`config.mk`:
```
export PLATFORM = sky130hd
export DESIGN_NAME = store_buffer_top_flat
export DESIGN_NICKNAME = d
export VERILOG_FILES = /design/src/common/stb_pkg.sv /design/src/common/dcache_bus_if.sv /design/src/store_buffer/store_buffer_datapath.sv /design/src/store_buffer/lsu_stb_controller.sv /design/src/store_buffer/stb_cache_controller.sv /design/src/store_buffer/store_buffer_top.sv /design/src/flat_wrapper.sv
export SDC_FILE = /design/constraint.sdc
export NUM_CORES = 1
export LEC_CHECK = 0
export ABC_AREA = 1
export BUFFER_PORTS_ARGS = -buffer_cell sky130_fd_sc_hd__buf_2
export CORE_MARGIN = 1.5
export CORE_UTILIZATION = 50
export CTS_CLUSTER_DIAMETER = 150
export DETAILED_ROUTE_END_ITERATION = 12
export PLACE_DENSITY = 0.68
export SYNTH_ARGS = -nofsm -noshare
export SYNTH_HDL_FRONTEND = slang
export SYNTH_SLANG_ARGS = --single-unit
```
`constraint.sdc`:
```
create_clock -name clk -period 12.2 [get_ports clk]
set_input_delay 3.66 -clock clk [delete_from_list [all_inputs] [get_ports clk]]
set_output_delay 3.66 -clock clk [all_outputs]
set_load 0.01 [all_outputs]
```
`src/common/stb_pkg.sv`:
```
// shared widths, the buffered store record and FSM state types; imported by every store buffer file
package stb_pkg;

    // byte address width seen by the LSU and the memory
    localparam int ADDR_WIDTH = 32;

    // data word width
    localparam int DATA_WIDTH = 32;

    // one enable per byte lane of a word
    localparam int SEL_WIDTH  = DATA_WIDTH / 8;

    // one buffered store
    // 32 + 32 + 4 = 68 bits, addr in the top bits
    typedef struct packed {
        logic [ADDR_WIDTH-1:0] addr;
        logic [DATA_WIDTH-1:0] wdata;
        logic [SEL_WIDTH-1:0]  sel_byte;
    } stb_entry_t;

    // lsu side controller
    // idle waits for a store, ack is the single acknowledge cycle
    typedef enum logic {
        LSU_IDLE,
        LSU_ACK
    } lsu_state_e;

    // drain side controller
    // req is the first request cycle, wait_ack holds it until the memory answers
    typedef enum logic [1:0] {
        CACHE_IDLE,
        CACHE_REQ,
        CACHE_WAIT_ACK
    } cache_state_e;

endpackage

```
`src/common/dcache_bus_if.sv`:
```
// request/acknowledge bus from the store buffer to the data memory; master is the buffer, slave the memory
interface dcache_bus_if
    import stb_pkg::*;
();

    // request fields, held stable by the master until ack
    logic [ADDR_WIDTH-1:0] addr;
    logic [DATA_WIDTH-1:0] wdata;
    logic [SEL_WIDTH-1:0]  sel_byte;
    logic                  w_en;
    logic                  req;

    // response, ack is a one cycle pulse
    // rdata only valid while ack is high
    logic                  ack;
    logic [DATA_WIDTH-1:0] rdata;

    // store buffer side
    modport master (
        output addr,
        output wdata,
        output sel_byte,
        output w_en,
        output req,
        input  ack,
        input  rdata
    );

    // memory side
    modport slave (
        input  addr,
        input  wdata,
        input  sel_byte,
        input  w_en,
        input  req,
        output ack,
        output rdata
    );

endinterface

```
`src/store_buffer/store_buffer_datapath.sv`:
```
// circular FIFO holding pending stores; written by the lsu controller, drained by the cache controller
module store_buffer_datapath
    import stb_pkg::*;
#(
    // number of entries as a power of two
    parameter int STB_DEPTH = 4
) (
    input  logic       clk,
    input  logic       reset_i,

    // push from lsu_stb_controller
    input  logic       wr_en_i,
    input  stb_entry_t wr_entry_i,

    // pop from stb_cache_controller
    input  logic       rd_en_i,

    // oldest entry always presented
    output stb_entry_t head_o,

    // occupancy flags to both controllers
    output logic       full_o,
    output logic       empty_o
);

    localparam int PTR_W = $clog2(STB_DEPTH);
    localparam int CNT_W = PTR_W + 1;

    // entry storage
    stb_entry_t       entries_q [STB_DEPTH];

    logic [PTR_W-1:0] wr_ptr_q;
    logic [PTR_W-1:0] rd_ptr_q;
    logic [CNT_W-1:0] count_q;

    // pointers wrap on their own as the depth is a power of two
    always_ff @(posedge clk) begin
        if (reset_i) begin
            wr_ptr_q <= '0;
            rd_ptr_q <= '0;
            count_q  <= '0;
        end else begin
            if (wr_en_i) begin
                wr_ptr_q <= wr_ptr_q + 1'b1;
            end
            if (rd_en_i) begin
                rd_ptr_q <= rd_ptr_q + 1'b1;
            end
            // push and pop together keep the count
            if (wr_en_i && !rd_en_i) begin
                count_q <= count_q + 1'b1;
            end else if (rd_en_i && !wr_en_i) begin
                count_q <= count_q - 1'b1;
            end
        end
    end

    // payload write
    always_ff @(posedge clk) begin
        if (wr_en_i) begin
            entries_q[wr_ptr_q] <= wr_entry_i;
        end
    end

    assign head_o  = entries_q[rd_ptr_q];
    assign full_o  = (count_q == CNT_W'(STB_DEPTH));
    assign empty_o = (count_q == '0);

    // lsu controller must hold off while full
    a_no_push_when_full: assert property (@(posedge clk) disable iff (reset_i)
        wr_en_i |-> !full_o);

    // cache controller only pops a valid head
    a_no_pop_when_empty: assert property (@(posedge clk) disable iff (reset_i)
        rd_en_i |-> !empty_o);

endmodule

```
`src/store_buffer/lsu_stb_controller.sv`:
```
// accepts lsu stores into the store buffer FIFO and returns the store acknowledge one cycle later
module lsu_stb_controller
    import stb_pkg::*;
(
    input  logic clk,
    input  logic reset_i,

    // level request from the lsu
    input  logic lsu_req_i,
    input  logic lsu_w_en_i,

    // FIFO has no room
    input  logic full_i,

    // push one entry into the datapath
    output logic wr_en_o,

    // store acknowledge back to the lsu
    output logic stb_ack_o
);

    lsu_state_e state_q;
    lsu_state_e state_d;
    logic       store_req;

    // stores only since loads take the bypass path
    assign store_req = lsu_req_i && lsu_w_en_i;

    always_ff @(posedge clk) begin
        if (reset_i) begin
            state_q <= LSU_IDLE;
        end else begin
            state_q <= state_d;
        end
    end

    always_comb begin
        state_d = state_q;
        wr_en_o = 1'b0;
        case (state_q)
            LSU_IDLE: begin
                // request stays held while full
                if (store_req && !full_i) begin
                    wr_en_o = 1'b1;
                    state_d = LSU_ACK;
                end
            end
            LSU_ACK: begin
                // request still up this cycle
                // no write here so it is not stored twice
                state_d = LSU_IDLE;
            end
            default: begin
                state_d = LSU_IDLE;
            end
        endcase
    end

    // ack is the cycle after the write edge
    assign stb_ack_o = (state_q == LSU_ACK);

    // lsu holds the store through its ack cycle
    // a dropped request would let the bypass mux swallow this ack
    a_store_held_at_ack: assert property (@(posedge clk) disable iff (reset_i)
        stb_ack_o |-> store_req);

endmodule

```
`src/store_buffer/stb_cache_controller.sv`:
```
// drains the store buffer FIFO head to the data memory, one request/ack exchange per entry
module stb_cache_controller
    import stb_pkg::*;
(
    input  logic clk,
    input  logic reset_i,

    // FIFO has nothing to drain
    input  logic empty_i,

    // memory acknowledge for the current request
    input  logic bus_ack_i,

    // pop the head once written
    output logic rd_en_o,

    // drain request towards the bus mux
    output logic req_o,
    output logic w_en_o
);

    cache_state_e state_q;
    cache_state_e state_d;

    always_ff @(posedge clk) begin
        if (reset_i) begin
            state_q <= CACHE_IDLE;
        end else begin
            state_q <= state_d;
        end
    end

    always_comb begin
        state_d = state_q;
        rd_en_o = 1'b0;
        case (state_q)
            CACHE_IDLE: begin
                // req goes up one cycle after the FIFO turns non-empty
                if (!empty_i) begin
                    state_d = CACHE_REQ;
                end
            end
            CACHE_REQ: begin
                // memory samples req at the end of this cycle
                // so its ack cannot land here
                state_d = CACHE_WAIT_ACK;
            end
            CACHE_WAIT_ACK: begin
                if (bus_ack_i) begin
                    // write done so drop the head
                    rd_en_o = 1'b1;
                    state_d = CACHE_IDLE;
                end
            end
            default: begin
                state_d = CACHE_IDLE;
            end
        endcase
    end

    // req and w_en held through the whole exchange
    // idle cycle after ack drops req as the bus requires
    assign req_o  = (state_q != CACHE_IDLE);
    assign w_en_o = req_o;

    // an ack in the first request cycle would be stale or too early
    a_no_ack_in_req: assert property (@(posedge clk) disable iff (reset_i)
        (state_q == CACHE_REQ) |-> !bus_ack_i);

endmodule

```
`src/store_buffer/store_buffer_top.sv`:
```
// store buffer: queues lsu stores, drains them to memory and lets loads bypass once the buffer is empty
module store_buffer_top
    import stb_pkg::*;
#(
    parameter int STB_DEPTH = 4
) (
    input  logic                  clk,
    input  logic                  reset_i,

    // lsu request
    input  logic                  lsu_req_i,
    input  logic                  lsu_w_en_i,
    input  logic [ADDR_WIDTH-1:0] lsu_addr_i,
    input  logic [DATA_WIDTH-1:0] lsu_wdata_i,
    input  logic [SEL_WIDTH-1:0]  lsu_sel_byte_i,

    // lsu response
    output logic                  lsu_ack_o,
    output logic [DATA_WIDTH-1:0] lsu_rdata_o,

    // all stores written to memory
    output logic                  stb_empty_o,

    // memory side
    dcache_bus_if.master          bus
);

    stb_entry_t lsu_entry;
    stb_entry_t head;

    logic       wr_en;
    logic       rd_en;
    logic       stb_full;
    logic       stb_empty;
    logic       stb_ack;
    logic       drain_req;
    logic       drain_w_en;
    logic       bypass;

    // lsu fields packed as a FIFO entry
    assign lsu_entry = '{addr: lsu_addr_i, wdata: lsu_wdata_i, sel_byte: lsu_sel_byte_i};

    // no store on the lsu port and nothing pending
    // a load held during the drain goes out once empty rises
    assign bypass = !(lsu_req_i && lsu_w_en_i) && stb_empty;

    always_comb begin
        if (bypass) begin
            // lsu talks to memory directly
            bus.addr     = lsu_entry.addr;
            bus.wdata    = lsu_entry.wdata;
            bus.sel_byte = lsu_entry.sel_byte;
            bus.req      = lsu_req_i;
            bus.w_en     = lsu_w_en_i;
            lsu_ack_o    = bus.ack;
            lsu_rdata_o  = bus.rdata;
        end else begin
            // drain of the head, lsu only sees store acks
            bus.addr     = head.addr;
            bus.wdata    = head.wdata;
            bus.sel_byte = head.sel_byte;
            bus.req      = drain_req;
            bus.w_en     = drain_w_en;
            lsu_ack_o    = stb_ack;
            lsu_rdata_o  = '0;
        end
    end

    assign stb_empty_o = stb_empty;

    store_buffer_datapath #(
        .STB_DEPTH (STB_DEPTH)
    ) u_datapath (
        .clk        (clk),
        .reset_i    (reset_i),
        .wr_en_i    (wr_en),
        .wr_entry_i (lsu_entry),
        .rd_en_i    (rd_en),
        .head_o     (head),
        .full_o     (stb_full),
        .empty_o    (stb_empty)
    );

    lsu_stb_controller u_lsu_ctrl (
        .clk        (clk),
        .reset_i    (reset_i),
        .lsu_req_i  (lsu_req_i),
        .lsu_w_en_i (lsu_w_en_i),
        .full_i     (stb_full),
        .wr_en_o    (wr_en),
        .stb_ack_o  (stb_ack)
    );

    // ack routed to the drain side always, it ignores it outside wait_ack
    stb_cache_controller u_cache_ctrl (
        .clk        (clk),
        .reset_i    (reset_i),
        .empty_i    (stb_empty),
        .bus_ack_i  (bus.ack),
        .rd_en_o    (rd_en),
        .req_o      (drain_req),
        .w_en_o     (drain_w_en)
    );

endmodule

```
`src/flat_wrapper.sv`:
```
// flat-port wrapper written by rule: the top's interface ports become plain ports
module store_buffer_top_flat import stb_pkg::*;
#(
    parameter int STB_DEPTH = 4
)
  (clk, reset_i, lsu_req_i, lsu_w_en_i, lsu_addr_i, lsu_wdata_i, lsu_sel_byte_i, lsu_ack_o, lsu_rdata_o, stb_empty_o, bus_addr, bus_wdata, bus_sel_byte, bus_w_en, bus_req, bus_ack, bus_rdata);
  dcache_bus_if bus_i ();
  input  logic clk;
  input  logic reset_i;
  input  logic lsu_req_i;
  input  logic lsu_w_en_i;
  input  logic [ADDR_WIDTH-1:0] lsu_addr_i;
  input  logic [DATA_WIDTH-1:0] lsu_wdata_i;
  input  logic [SEL_WIDTH-1:0] lsu_sel_byte_i;
  output logic lsu_ack_o;
  output logic [DATA_WIDTH-1:0] lsu_rdata_o;
  output logic stb_empty_o;
  output wire logic [$bits(bus_i.addr)-1:0] bus_addr;
  output wire logic [$bits(bus_i.wdata)-1:0] bus_wdata;
  output wire logic [$bits(bus_i.sel_byte)-1:0] bus_sel_byte;
  output wire logic [$bits(bus_i.w_en)-1:0] bus_w_en;
  output wire logic [$bits(bus_i.req)-1:0] bus_req;
  input wire logic [$bits(bus_i.ack)-1:0] bus_ack;
  input wire logic [$bits(bus_i.rdata)-1:0] bus_rdata;
  assign bus_addr = bus_i.addr;
  assign bus_wdata = bus_i.wdata;
  assign bus_sel_byte = bus_i.sel_byte;
  assign bus_w_en = bus_i.w_en;
  assign bus_req = bus_i.req;
  assign bus_i.ack = bus_ack;
  assign bus_i.rdata = bus_rdata;
  store_buffer_top #(.STB_DEPTH(STB_DEPTH)) u_core (.clk(clk), .reset_i(reset_i), .lsu_req_i(lsu_req_i), .lsu_w_en_i(lsu_w_en_i), .lsu_addr_i(lsu_addr_i), .lsu_wdata_i(lsu_wdata_i), .lsu_sel_byte_i(lsu_sel_byte_i), .lsu_ack_o(lsu_ack_o), .lsu_rdata_o(lsu_rdata_o), .stb_empty_o(stb_empty_o), .bus(bus_i));
endmodule
```
[Word level (Yosys, flattened, before mapping)]
Memory sizes are Yosys's and may differ from the RTL's. A register that Yosys moved wholly into a read port is not among the register bits.
Index checks and enable logic that the tools add are counted.
Storage, ports and cells
  RAM bits: 272
  register bits: 10
  input port bits: 105
  memories kept: 1
Operators by class
  add/sub/neg operators: 4
  reduce and logical (&&, ||, !) cells: 14
  equal/unequal tests: 5
  bitwise operators: 1
  multiplexer cells: 21
Memory list
  u_core.u_datapath.entries_q: depth 4, bits a word 68, read ports 1, clocked after memory_dff 1, write ports 1, line store_buffer_datapath.sv:30  | stb_entry_t entries_q [STB_DEPTH];
Operator list (count)
  $mux W32: 3
  $mux W1: 9
  $mux W2: 4
  $mux W3: 2
  $pmux W2 S3: 1
  $logic_and A1 B1 Y1: 5
  $add A2 B1 Y2 const B: 2
  $logic_not A1 Y1: 4
  $mux W4: 1
  $ne A2 B2 Y1 const B: 2
  $reduce_bool A2 Y1: 2
  $add A3 B1 Y3 const B: 1
  $eq A3 B3 Y1 const B: 1
  $logic_not A3 Y1: 1
  $sub A3 B1 Y3 const B: 1
  $eq A2 B1 Y1 const B: 1
  $eq A2 B2 Y1 const B: 1
  $logic_not A2 Y1: 1
  $pmux W1 S2: 1
  $reduce_and A2 Y1: 1
  $not A1 Y1: 1

[Depth between registers and ports, before layout]
Gate-level depths: netlist of the first run.
  word-level depth: 9
  depth in mapped cells: 13
  depth with buffers taken out: 13

[By module]
A second synthesis of the first run with hierarchy kept.
Second synthesis, totals
  cells, all modules: 1040
  area, all modules: 11916.4 um2
Modules (own cells, without submodules)
  store_buffer_datapath: instances 1, area an instance 10506.3 um2, cells an instance 715
  store_buffer_top: instances 1, area an instance 1267.5 um2, cells an instance 305
  stb_cache_controller: instances 1, area an instance 97.6 um2, cells an instance 13
  lsu_stb_controller: instances 1, area an instance 45.0 um2, cells an instance 7

[Least setup slack after synthesis of the first run]
No wires, ideal clock.
  path type: input to output
  start point: input lsu_req_i
  end point: output lsu_rdata_o[0]
  slack: 4114 ps
  stages on the path: 7
  path buffers: 2
  data arrival time: 4426 ps
  required time: 8540 ps
  path through: nand2_1 inv_2 nor2_4 inv_2 buf_6 buf_6 nor2_1
On the way
  word-level cells in the longest chain between the ends: 4
Ends and longest elaborated chain
  from (decl): line flat_wrapper.sv:10  | input logic lsu_req_i;
  $logic_and A1 B1 Y1: line store_buffer_top.sv:45  | assign bypass = !(lsu_req_i && lsu_w_en_i) && stb_empty;
  $logic_not A1 Y1: line store_buffer_top.sv:45
  $logic_and A1 B1 Y1: line store_buffer_top.sv:45
  $mux W32: line store_buffer_top.sv:48  | if (bypass) begin
  to (decl): line flat_wrapper.sv:16  | output logic [DATA_WIDTH-1:0] lsu_rdata_o;
No other way between the ends.

[Worst setup path in the final report of the first run]
  start point: input lsu_req_i
  end point: output bus_wdata[12]
On the way
  word-level cells in the longest chain between the ends: 4
Ends and longest elaborated chain
  $logic_and A1 B1 Y1: line store_buffer_top.sv:45
  $logic_not A1 Y1: line store_buffer_top.sv:45
  $logic_and A1 B1 Y1: line store_buffer_top.sv:45
  $mux W32: line store_buffer_top.sv:48
  to (decl): line flat_wrapper.sv:19  | output wire logic [$bits(bus_i.wdata)-1:0] bus_wdata;
No other way between the ends.

==> results.json, run 1 <==
{
  "outcome": "finished, final reports clean",
  "cts_setup_buffers": 0,
  "antenna_found_initial": 3,
  "drt_iter0_drc": 435,
  "yosys.area.top_type": "edfxtp_1",
  "cts_hold_buf": 0,
  "hold_viol": 0,
  "grt_pass1_wl_um": 43800,
  "h-tree-depth": 1,
  "final_area_sq_um": 15300,
  "fp.coreArea_sq_um": 25900,
  "final-setup-viol-count": 0,
  "rsz0062_at_grt": "no",
  "cts_resized": 0,
  "clk_pin_slew_worst_paths_ns": 0.06,
  "synth_top_area_share_pct": 62.1,
  "drcViolationCount": 0,
  "layout.nets": 1747,
  "leakage_nw": 7.58,
  "drt-total-wl_um": 27800,
  "maxCapViolCount": 0,
  "tightestPinTransition_ns": 0.924,
  "clock_latency_ns": 0.54,
  "numCtsBuffers": 29,
  "power.total_mw": 2.47,
  "tritoncts": "built",
  "cts_buffer_depth": 3,
  "seq_area_frac_synth_pct": 63.9,
  "rr_endpoint": "u_core.u_datapath.entries_q[3][44]",
  "post-place-ws_ns": 2.97,
  "timing.rr.start": "u_core.u_lsu_ctrl.stb_ack_o",
  "dpl.cell_count": 1940,
  "cp_max_fo": 58,
  "finalSetupTns_ns": 0,
  "vdd_drop_max_mv": 0.149,
  "power.net_switching_mw": 0.702,
  "io_pins": 209,
  "reg2reg_slack_ns": 9.69,
  "grt_pass1_vias": 8863,
  "fin_crit_sh_pct": 75.4,
  "ant_nets": 0,
  "endpoint_kind": "output pin",
  "syn_area_sq_um": 13200,
  "pwr-share-clk_pct": 33.6,
  "syn_avg_cell_area_sq_um": 9.10,
  "rows": 59,
  "comb_power_share_pct": 21.1,
  "instances_no_fill": 1995,
  "final-max-slew-violation-count": 0,
  "powerDensity_nw_per_um2": 161,
  "wire_per_inst_um": 14.0,
  "dp.final_hpwl_um": 16000,
  "worstSetupPathType": "in -> out",
  "synth_flop_cell": "edfxtp_1",
  "worstPathArrival_ns": 5.54,
  "vias_per_cell": 4.72,
  "synth-edff-count": 272,
  "setup_ws_ns": 3.00,
  "crit_end": "bus_wdata[12]",
  "via_count": 9411,
  "start_kind": "input pin",
  "start_util_pct": 50.8,
  "synth_area_leaders": "edfxtp_1 (62%), nand2_1 (16%), inv_1 (9.2%), nand3_1 (5.3%), dfxtp_1 (1.8%)",
  "dieWidth_um": 165,
  "hold_class": "reg -> reg",
  "switching_share_pct": 28.4,
  "gp_congestion": 0.750,
  "slew_headroom_pct": 38.4,
  "min_period_ns": 9.20,
  "yosys.cell_count.top_type": "nand2_1",
  "fmax_mhz": 109,
  "dieArea_sq_um": 27300,
  "yosys-top-cells-count": "nand2_1 (568), inv_1 (322), edfxtp_1 (272)",
  "p_int_mw": 1.77,
  "overflow": 0,
  "syn_to_final_growth_pct": 16.4,
  "placed_cell_area_sq_um": 14400,
  "synth.net_count": 1556,
  "clock-sinks": 284,
  "clk_root_buffer_cell": "clkbuf_16",
  "whs_ns": 0.516,
  "async_reset_ff_share_pct": 0,
  "ys_warn_count": 0,
  "power_frac_seq_pct": 45.3,
  "synth_cells": 1445,
  "die_y_um": 165,
  "port-buffer-count": 208,
  "drive_gt1_share_pct": 16.5,
  "skew_ns": 0.0119,
  "synth-seq-cells": 284,
  "ys_types": 22,
  "grt_use_total_pct": 20.6,
  "worstPathRequired_ns": 8.54,
  "dr.pass1.iters": 5,
  "r2r_cells": 4,
  "grt_max_degree": 81,
  "startpoint": "lsu_req_i",
  "final_util_pct": 59.1
}
[kinds of logic (layout without fill, tap and decap cells)]
logic type | Yosys count | in the layout | synth area share, %
simple gates | 757 | 757 | 23.1
buf+inv | 389 | 602 | 12.0
flops | 284 | 284 | 63.9
compound gates | 8 | 8 | 0.304
fa+ha+maj | 6 | 6 | 0.628
xor+xnor | 1 | 1 | 0.0666
other cells | 0 | 2 | 0
[critical path: stages]
cell and delay (ns):
buf_2 0.10, nand2_1 0.09, inv_2 0.05, nor2_4 0.11
clkinv_2 0.56, buf_4 0.58, nand2_1 0.16, nand2_1 0.06
buf_2 0.13
[power groups by stage]
stage | clock network, mW | registers (mW) | logic [mW]
4_1_cts | 0.848 | 1.12 | 0.530
6_report | 0.830 | 1.12 | 0.521
3_3_place_gp | 0 | 1.14 | 0.515
5_1_grt | 0.884 | 1.12 | 0.598
2_1_floorplan | 0 | 1.14 | 0.349
3_5_place_dp | 0 | 1.14 | 0.528
[layout by cell type, fill, tap and decap left out]
cell       instances
nand3b_1           1
clkbuf_8           2
clkinv_1           4
diode_2            2
and3_1             1
clkbuf_16         29
inv_2              3
bufinv_16          2
dfxtp_2            1
nand3_1          139
fa_1               1
nand2_1          568
inv_4              1
nor3_1             1
edfxtp_1         272
nor2_1            41
xor2_1             1
a21oi_1            5
clkbuf_1          10
dfxtp_1           10
buf_2            208
nor2_4             5
ha_1               5
dfxtp_4            1
o21ai_0            3
clkinv_2           6
nand4_1            1
inv_1            322
buf_4             14
inv_6              1
[cell type report]
type | count | area, sq um
fill | 2193 | 10600
sequential | 284 | 8410
multi-input combinational | 772 | 3190
inverter | 327 | 1230
timing repair buffer | 222 | 1150
clock buffer | 41 | 791
tap | 335 | 419
clock inverter | 12 | 109
antenna | 2 | 5.00
[sequential cells by signal (all words and copies together) (netlist names), named ones only]
name                         flops
u_core.u_datapath.entries_q    272
u_core.u_lsu_ctrl.stb_ack_o      1
u_core.u_cache_ctrl.state_q      2
u_core.u_datapath.rd_ptr_q       2
u_core.u_datapath.count_q        3
u_core.u_datapath.wr_ptr_q       2
[layer usage]
layer | vias up | track usage (%) | part of all wire (%) | wire, um
li1 | 4797 | - | - | -
met1 | 4308 | 25.7 | 43 | 12000
met2 | 257 | 37.3 | 49 | 13700
met3 | 47 | 3.00 | 5.7 | 1570
met4 | 2 | 5.81 | 2.0 | 554
met5 | - | 0 | 0.032 | 9
[worst min path at each step]
stage | depth (start not counted) | slack, ns | end | from
4_1_cts | 2 | 0.52 | register | u_core.u_datapath.rd_ptr_q[1]
3_3_place_gp | 2 | 0.48 | register | u_core.u_datapath.rd_ptr_q[1]
5_1_grt | 2 | 0.55 | register | u_core.u_datapath.rd_ptr_q[1]
6_report | 2 | 0.52 | register | u_core.u_datapath.rd_ptr_q[1]
3_5_place_dp | 2 | 0.49 | register | u_core.u_datapath.rd_ptr_q[1]
2_1_floorplan | 2 | 0.47 | register | u_core.u_datapath.rd_ptr_q[1]
No activity file was read; power rests on OpenSTA's default activity.
==> inputs of run 2 (changes only) <==
clock period = 9.34 ns   (was 12.2 ns; I/O delays follow)
==> run 2 against run 1 <==
Compared with the run above:
- total power is 32% higher
- utilization stayed put
- first-iteration DRC count is 43% higher
- sequential power rose by 30%
- cell count down 0.30%
- via count shrank 0.56%
==> results.json, run 2 (same netlist as run 1, synthesis figures left out) <==
{
  "outcome": "finished, final reports clean",
  "fp.coreArea_sq_um": 25900,
  "largest_reg_flops": 272,
  "port-buffer-count": 208,
  "clk_pin_slew_worst_paths_ns": 0.06,
  "power.total_mw": 3.26,
  "drt-total-wl_um": 27600,
  "clk_root_buffer_cell": "clkbuf_16",
  "vias_per_cell": 4.70,
  "dp.final_hpwl_um": 16000,
  "cts_hold_buf": 0,
  "p_int_mw": 2.34,
  "tightestPinTransition_ns": 1.11,
  "gp_congestion": 0.738,
  "final_common_cell": "nand2_1",
  "post-place-ws_ns": 1.81,
  "numCtsBuffers": 28,
  "pwr-share-clk_pct": 34.2,
  "wire_per_inst_um": 13.9,
  "cpPeakStageDelay_ns": 0.58,
  "final-setup-viol-count": 0,
  "cts_buffer_depth": 3,
  "dieArea_sq_um": 27300,
  "worstSetupPathType": "in -> out",
  "leakage_nw": 7.57,
  "placed_cell_area_sq_um": 14400,
  "cts_setup_buffers": 0,
  "rsz0062_at_grt": "no",
  "slowest_stage": "clkinv_2",
  "layout.nets": 1744,
  "timing.critical_path.buf_inv": 5,
  "ant_nets": 0,
  "grt_pass1_wl_um": 42700,
  "syn_to_final_growth_pct": 16.4,
  "switching_share_pct": 28.1,
  "power.net_switching_mw": 0.916,
  "final-max-slew-violation-count": 0,
  "skew_ns": 0.0129,
  "fin_crit_sh_pct": 80.5,
  "powerDensity_nw_per_um2": 213,
  "multi_input_area_sq_um": 3190,
  "dpl.cell_count": 1938,
  "grt_pass1_vias": 8492,
  "h-tree-depth": 1,
  "cp_max_fo": 57,
  "nFillCells": 2227,
  "rows": 59,
  "cp_cell_sequence": "buf_2, nand2_1, inv_2, nor2_4, clkinv_2, buf_4, nand2_1, nand2_1, buf_2",
  "worstPathRequired_ns": 6.54,
  "mostFrequentLayoutCells": "nand2_1 (568), inv_1 (322), edfxtp_1 (272)",
  "drt_iter0_drc": 621,
  "vdd_drop_max_mv": 0.220,
  "instances_no_fill": 1989,
  "top_register": "u_core.u_datapath.entries_q",
  "io_pins": 209,
  "maxCapViolCount": 0,
  "final_area_sq_um": 15300,
  "drcViolationCount": 0,
  "start_kind": "input pin",
  "drive_gt1_share_pct": 16.3,
  "hold_viol": 0,
  "overflow": 0,
  "regArea_sq_um": 8410,
  "setup_ws_ns": 1.82,
  "dr.pass1.iters": 5,
  "dieWidth_um": 165,
  "tritoncts": "built",
  "clock_latency_ns": 0.53,
  "die_y_um": 165,
  "via_count": 9358,
  "slew_headroom_pct": 26.0,
  "grt_use_total_pct": 20.1,
  "antenna_found_initial": 2,
  "crit_family": "buffers and inverters",
  "hold_class": "reg -> reg",
  "start_util_pct": 50.8,
  "min_period_ns": 7.52,
  "power_frac_seq_pct": 45.0,
  "clock-sinks": 284,
  "cts_resized": 0,
  "top_regs": "u_core.u_datapath.entries_q x272, u_core.u_datapath.count_q x3",
  "grt_max_degree": 77,
  "fmax_mhz": 133,
  "comb_power_share_pct": 20.8,
  "cp_common_cell": "nand2_1",
  "finalSetupTns_ns": 0,
  "endpoint_kind": "output pin",
  "worstPathArrival_ns": 4.72
}
[run 2: cell count changes in the layout (fill, tap and decap cells not counted)]
cell	previous run	this run
buf_4	14	12
bufinv_16	2	4
inv_6	1	0
clkbuf_1	10	3
clkbuf_8	2	0
diode_2	2	1
clkinv_1	4	10
clkinv_2	6	4
clkinvlp_4	0	1
[run 2: worst paths after layout]
path | depth (start not counted) | end | from | slack (ns)
max reg2reg | 5 | u_core.u_datapath.entries_q[0][66] | u_core.u_datapath.count_q[0] | 6.41
min reg2reg | 2 | register | u_core.u_datapath.rd_ptr_q[1] | 0.51
min | 2 | register | u_core.u_datapath.rd_ptr_q[1] | 0.51
max | 9 | bus_wdata[6] | lsu_req_i | 1.82
[run 2: power by group through the flow]
stage | Combinational [mW] | Sequential, mW | Clock [mW]
floorplan | 0.456 | 1.48 | 0
global placement | 0.671 | 1.49 | 0
detailed placement | 0.685 | 1.49 | 0
CTS | 0.688 | 1.47 | 1.13
global route | 0.774 | 1.47 | 1.18
finish | 0.677 | 1.46 | 1.11
[run 2: worst min-delay path: cells and delay by family, from the launching register on]
family / cells / cell delay, ns
AO/OA/AOI/OAI: 1 / 0.07
flip-flops: 1 / 0.32
AND/OR/NAND/NOR: 1 / 0.07
[run 2: stage by stage]
stage               hold slack, ns  util [%]
finish                       0.506      59.1
global route                 0.554      59.1
CTS                          0.504      59.1
detailed placement           0.491      55.5
global placement             0.476      55.5
floorplan                    0.465         -
[run 2: layout make-up]
cell class / count / area share (%)
Tap cell: 335 / 2.74
Timing Repair Buffer: 220 / 7.39
Multi-Input combinational cell: 772 / 20.9
Clock buffer: 32 / 4.81
Inverter: 327 / 8.04
Clock inverter: 18 / 1.18
Sequential cell: 284 / 55.0
Antenna cell: 1 / 0.0163
[run 2: metal layers]
layer	track usage, %	wire length (um)	up-vias
met1	26.1	12000	4240
met3	2.62	1710	43
met5	0	13	-
li1	-	-	4782
met2	35.5	13300	291
met4	5.73	602	2
==> inputs of run 3 (changes only) <==
clock period = 7.15 ns   (was 9.34 ns; I/O delays follow)
==> run 3 against run 2 <==
Compared with the run above:
- via count hardly changed
- count of clock-buffer cells in the layout shrank 1
- clock skew fell by 0.0048 ns
- cell count grew 0.20%
- first-iteration DRC count rose by 6.3%
- hold slack better by 0.0062 ns
- non-clock buffer count up 1
- critical path depth decreased by 1
- wire length decreased by 1.4%
- sequential share of layout area is 0.27 points lower
==> results.json, run 3 (same netlist as run 1, synthesis figures left out) <==
{
  "r2r_cells": 5,
  "cts_buffer_depth": 3,
  "io_pins": 209,
  "endpoint_kind": "output pin",
  "largest_reg_flops": 272,
  "clk_pin_slew_worst_paths_ns": 0.06,
  "final-setup-viol-count": 0,
  "route.met2.wl_um": 13300,
  "leakage_nw": 7.61,
  "mostFrequentLayoutCells": "nand2_1 (568), inv_1 (322), edfxtp_1 (272)",
  "drt_iter0_drc": 660,
  "clock_latency_ns": 0.53,
  "start_kind": "input pin",
  "timing.rr.start": "u_core.u_datapath.count_q[0]",
  "clock-sinks": 284,
  "worstPathRequired_ns": 5.01,
  "dieWidth_um": 165,
  "gp_congestion": 0.739,
  "rsz0062_at_grt": "no",
  "whs_ns": 0.512,
  "rows": 59,
  "final-max-slew-violation-count": 0,
  "finalSetupTns_ns": 0,
  "hold_class": "reg -> reg",
  "reg2reg_slack_ns": 4.51,
  "layout.nets": 1745,
  "grt_pass1_wl_um": 42100,
  "startpoint": "lsu_req_i",
  "routed.top_layer": "met5",
  "top_register": "u_core.u_datapath.entries_q",
  "nFillCells": 2165,
  "wl_met1_um": 11600,
  "grt_pass1_vias": 8288,
  "dieArea_sq_um": 27300,
  "worstSetupPathType": "in -> out",
  "clk_root_buffer_cell": "clkbuf_16",
  "maxCapViolCount": 0,
  "slew_headroom_pct": 22.1,
  "numCtsBuffers": 28,
  "rr_endpoint": "u_core.u_datapath.entries_q[3][61]",
  "tightestPinTransition_ns": 1.17,
  "h-tree-depth": 1,
  "instances_no_fill": 1993,
  "cts_resized": 0,
  "hold_viol": 0,
  "power.total_mw": 4.30,
  "dp.final_hpwl_um": 15700,
  "skew_ns": 0.00812,
  "grt_max_degree": 92,
  "crit_end": "bus_addr[0]",
  "start_util_pct": 50.8,
  "drive_gt1_share_pct": 16.5,
  "via_count": 9352,
  "fp.coreArea_sq_um": 25900,
  "drt-total-wl_um": 27200,
  "worstPathArrival_ns": 3.63,
  "port-buffer-count": 208,
  "cts_hold_buf": 0,
  "powerDensity_nw_per_um2": 280,
  "ant_nets": 0,
  "wire_per_inst_um": 13.7,
  "vdd_drop_max_mv": 0.234,
  "cp_max_fo": 71,
  "min_period_ns": 5.77,
  "vias_per_cell": 4.69,
  "die_y_um": 165,
  "outcome": "finished, final reports clean",
  "grt_use_total_pct": 19.9,
  "overflow": 0,
  "syn_to_final_growth_pct": 16.9,
  "dpl.cell_count": 1939,
  "final_common_cell": "nand2_1",
  "dr.pass1.iters": 4,
  "fmax_mhz": 173,
  "drcViolationCount": 0,
  "antenna_found_initial": 4,
  "fin_crit_sh_pct": 80.7,
  "top_regs": "u_core.u_datapath.entries_q x272, u_core.u_datapath.count_q x3",
  "cts_setup_buffers": 0,
  "dr_wl_met3_um": 1780,
  "tritoncts": "built",
  "worstHoldPathCells": 2
}
-- run 3: cell count changes in the layout (fill, tap and decap cells not counted), sizes merged --
cell	delta
clkinv	+2
buf	+1
bufinv	+1
clkbuf	-1
diode	+1
-- run 3: layer usage --
layer	vias up	GRT usage (%)
met4	4	5.45
met2	273	34.6
li1	4798	-
met5	-	0
met1	4230	26.0
met3	47	3.05
-- run 3: per-stage QoR --
stage | worst slack [ns] | instance area [sq um] | utilization [%]
6_report | 1.38 | 15400 | 59.4
5_1_grt | 1.26 | 15400 | 59.4
4_1_cts | 1.35 | 15400 | 59.4
3_5_place_dp | 1.35 | 14400 | 55.7
3_3_place_gp | 1.37 | 14400 | 55.7
2_1_floorplan | 1.22 | 13200 | -
-- run 3: critical path, cell delays in order --
cell and delay, ns:
buf_2 0.10, nand2_1 0.09, inv_2 0.05, nor2_4 0.11, buf_4 0.63, nand2_1 0.22
nand2_1 0.13, buf_2 0.13
-- run 3: layout make-up --
type / instances / area (sq um) / share of cell area (%)
diodes: 2 / 5.00 / 0.0325
multi-input cells: 772 / 3190 / 20.8
flip-flops and latches: 284 / 8410 / 54.7
clock inverters: 21 / 225 / 1.46
clock buffers: 31 / 733 / 4.77
inverters: 327 / 1230 / 8.00
repair buffers: 221 / 1160 / 7.56
well taps: 335 / 419 / 2.72
-- run 3: power by group --
group	internal (mW)	leakage (nW)	total (mW)	switching, mW
clock network	0.914	0.468	1.50	0.587
logic	0.306	4.58	0.888	0.582
registers	1.88	2.57	1.91	0.0299
-- run 3: how the worst min path moves through the flow --
stage                     to  slack [ns]                     startpoint
floorplan           register        0.47  u_core.u_datapath.rd_ptr_q[1]
global placement    register        0.48  u_core.u_datapath.rd_ptr_q[1]
detailed placement  register        0.50  u_core.u_datapath.rd_ptr_q[1]
CTS                 register        0.52  u_core.u_datapath.rd_ptr_q[1]
global route        register        0.55  u_core.u_datapath.rd_ptr_q[0]
finish              register        0.51  u_core.u_datapath.rd_ptr_q[1]
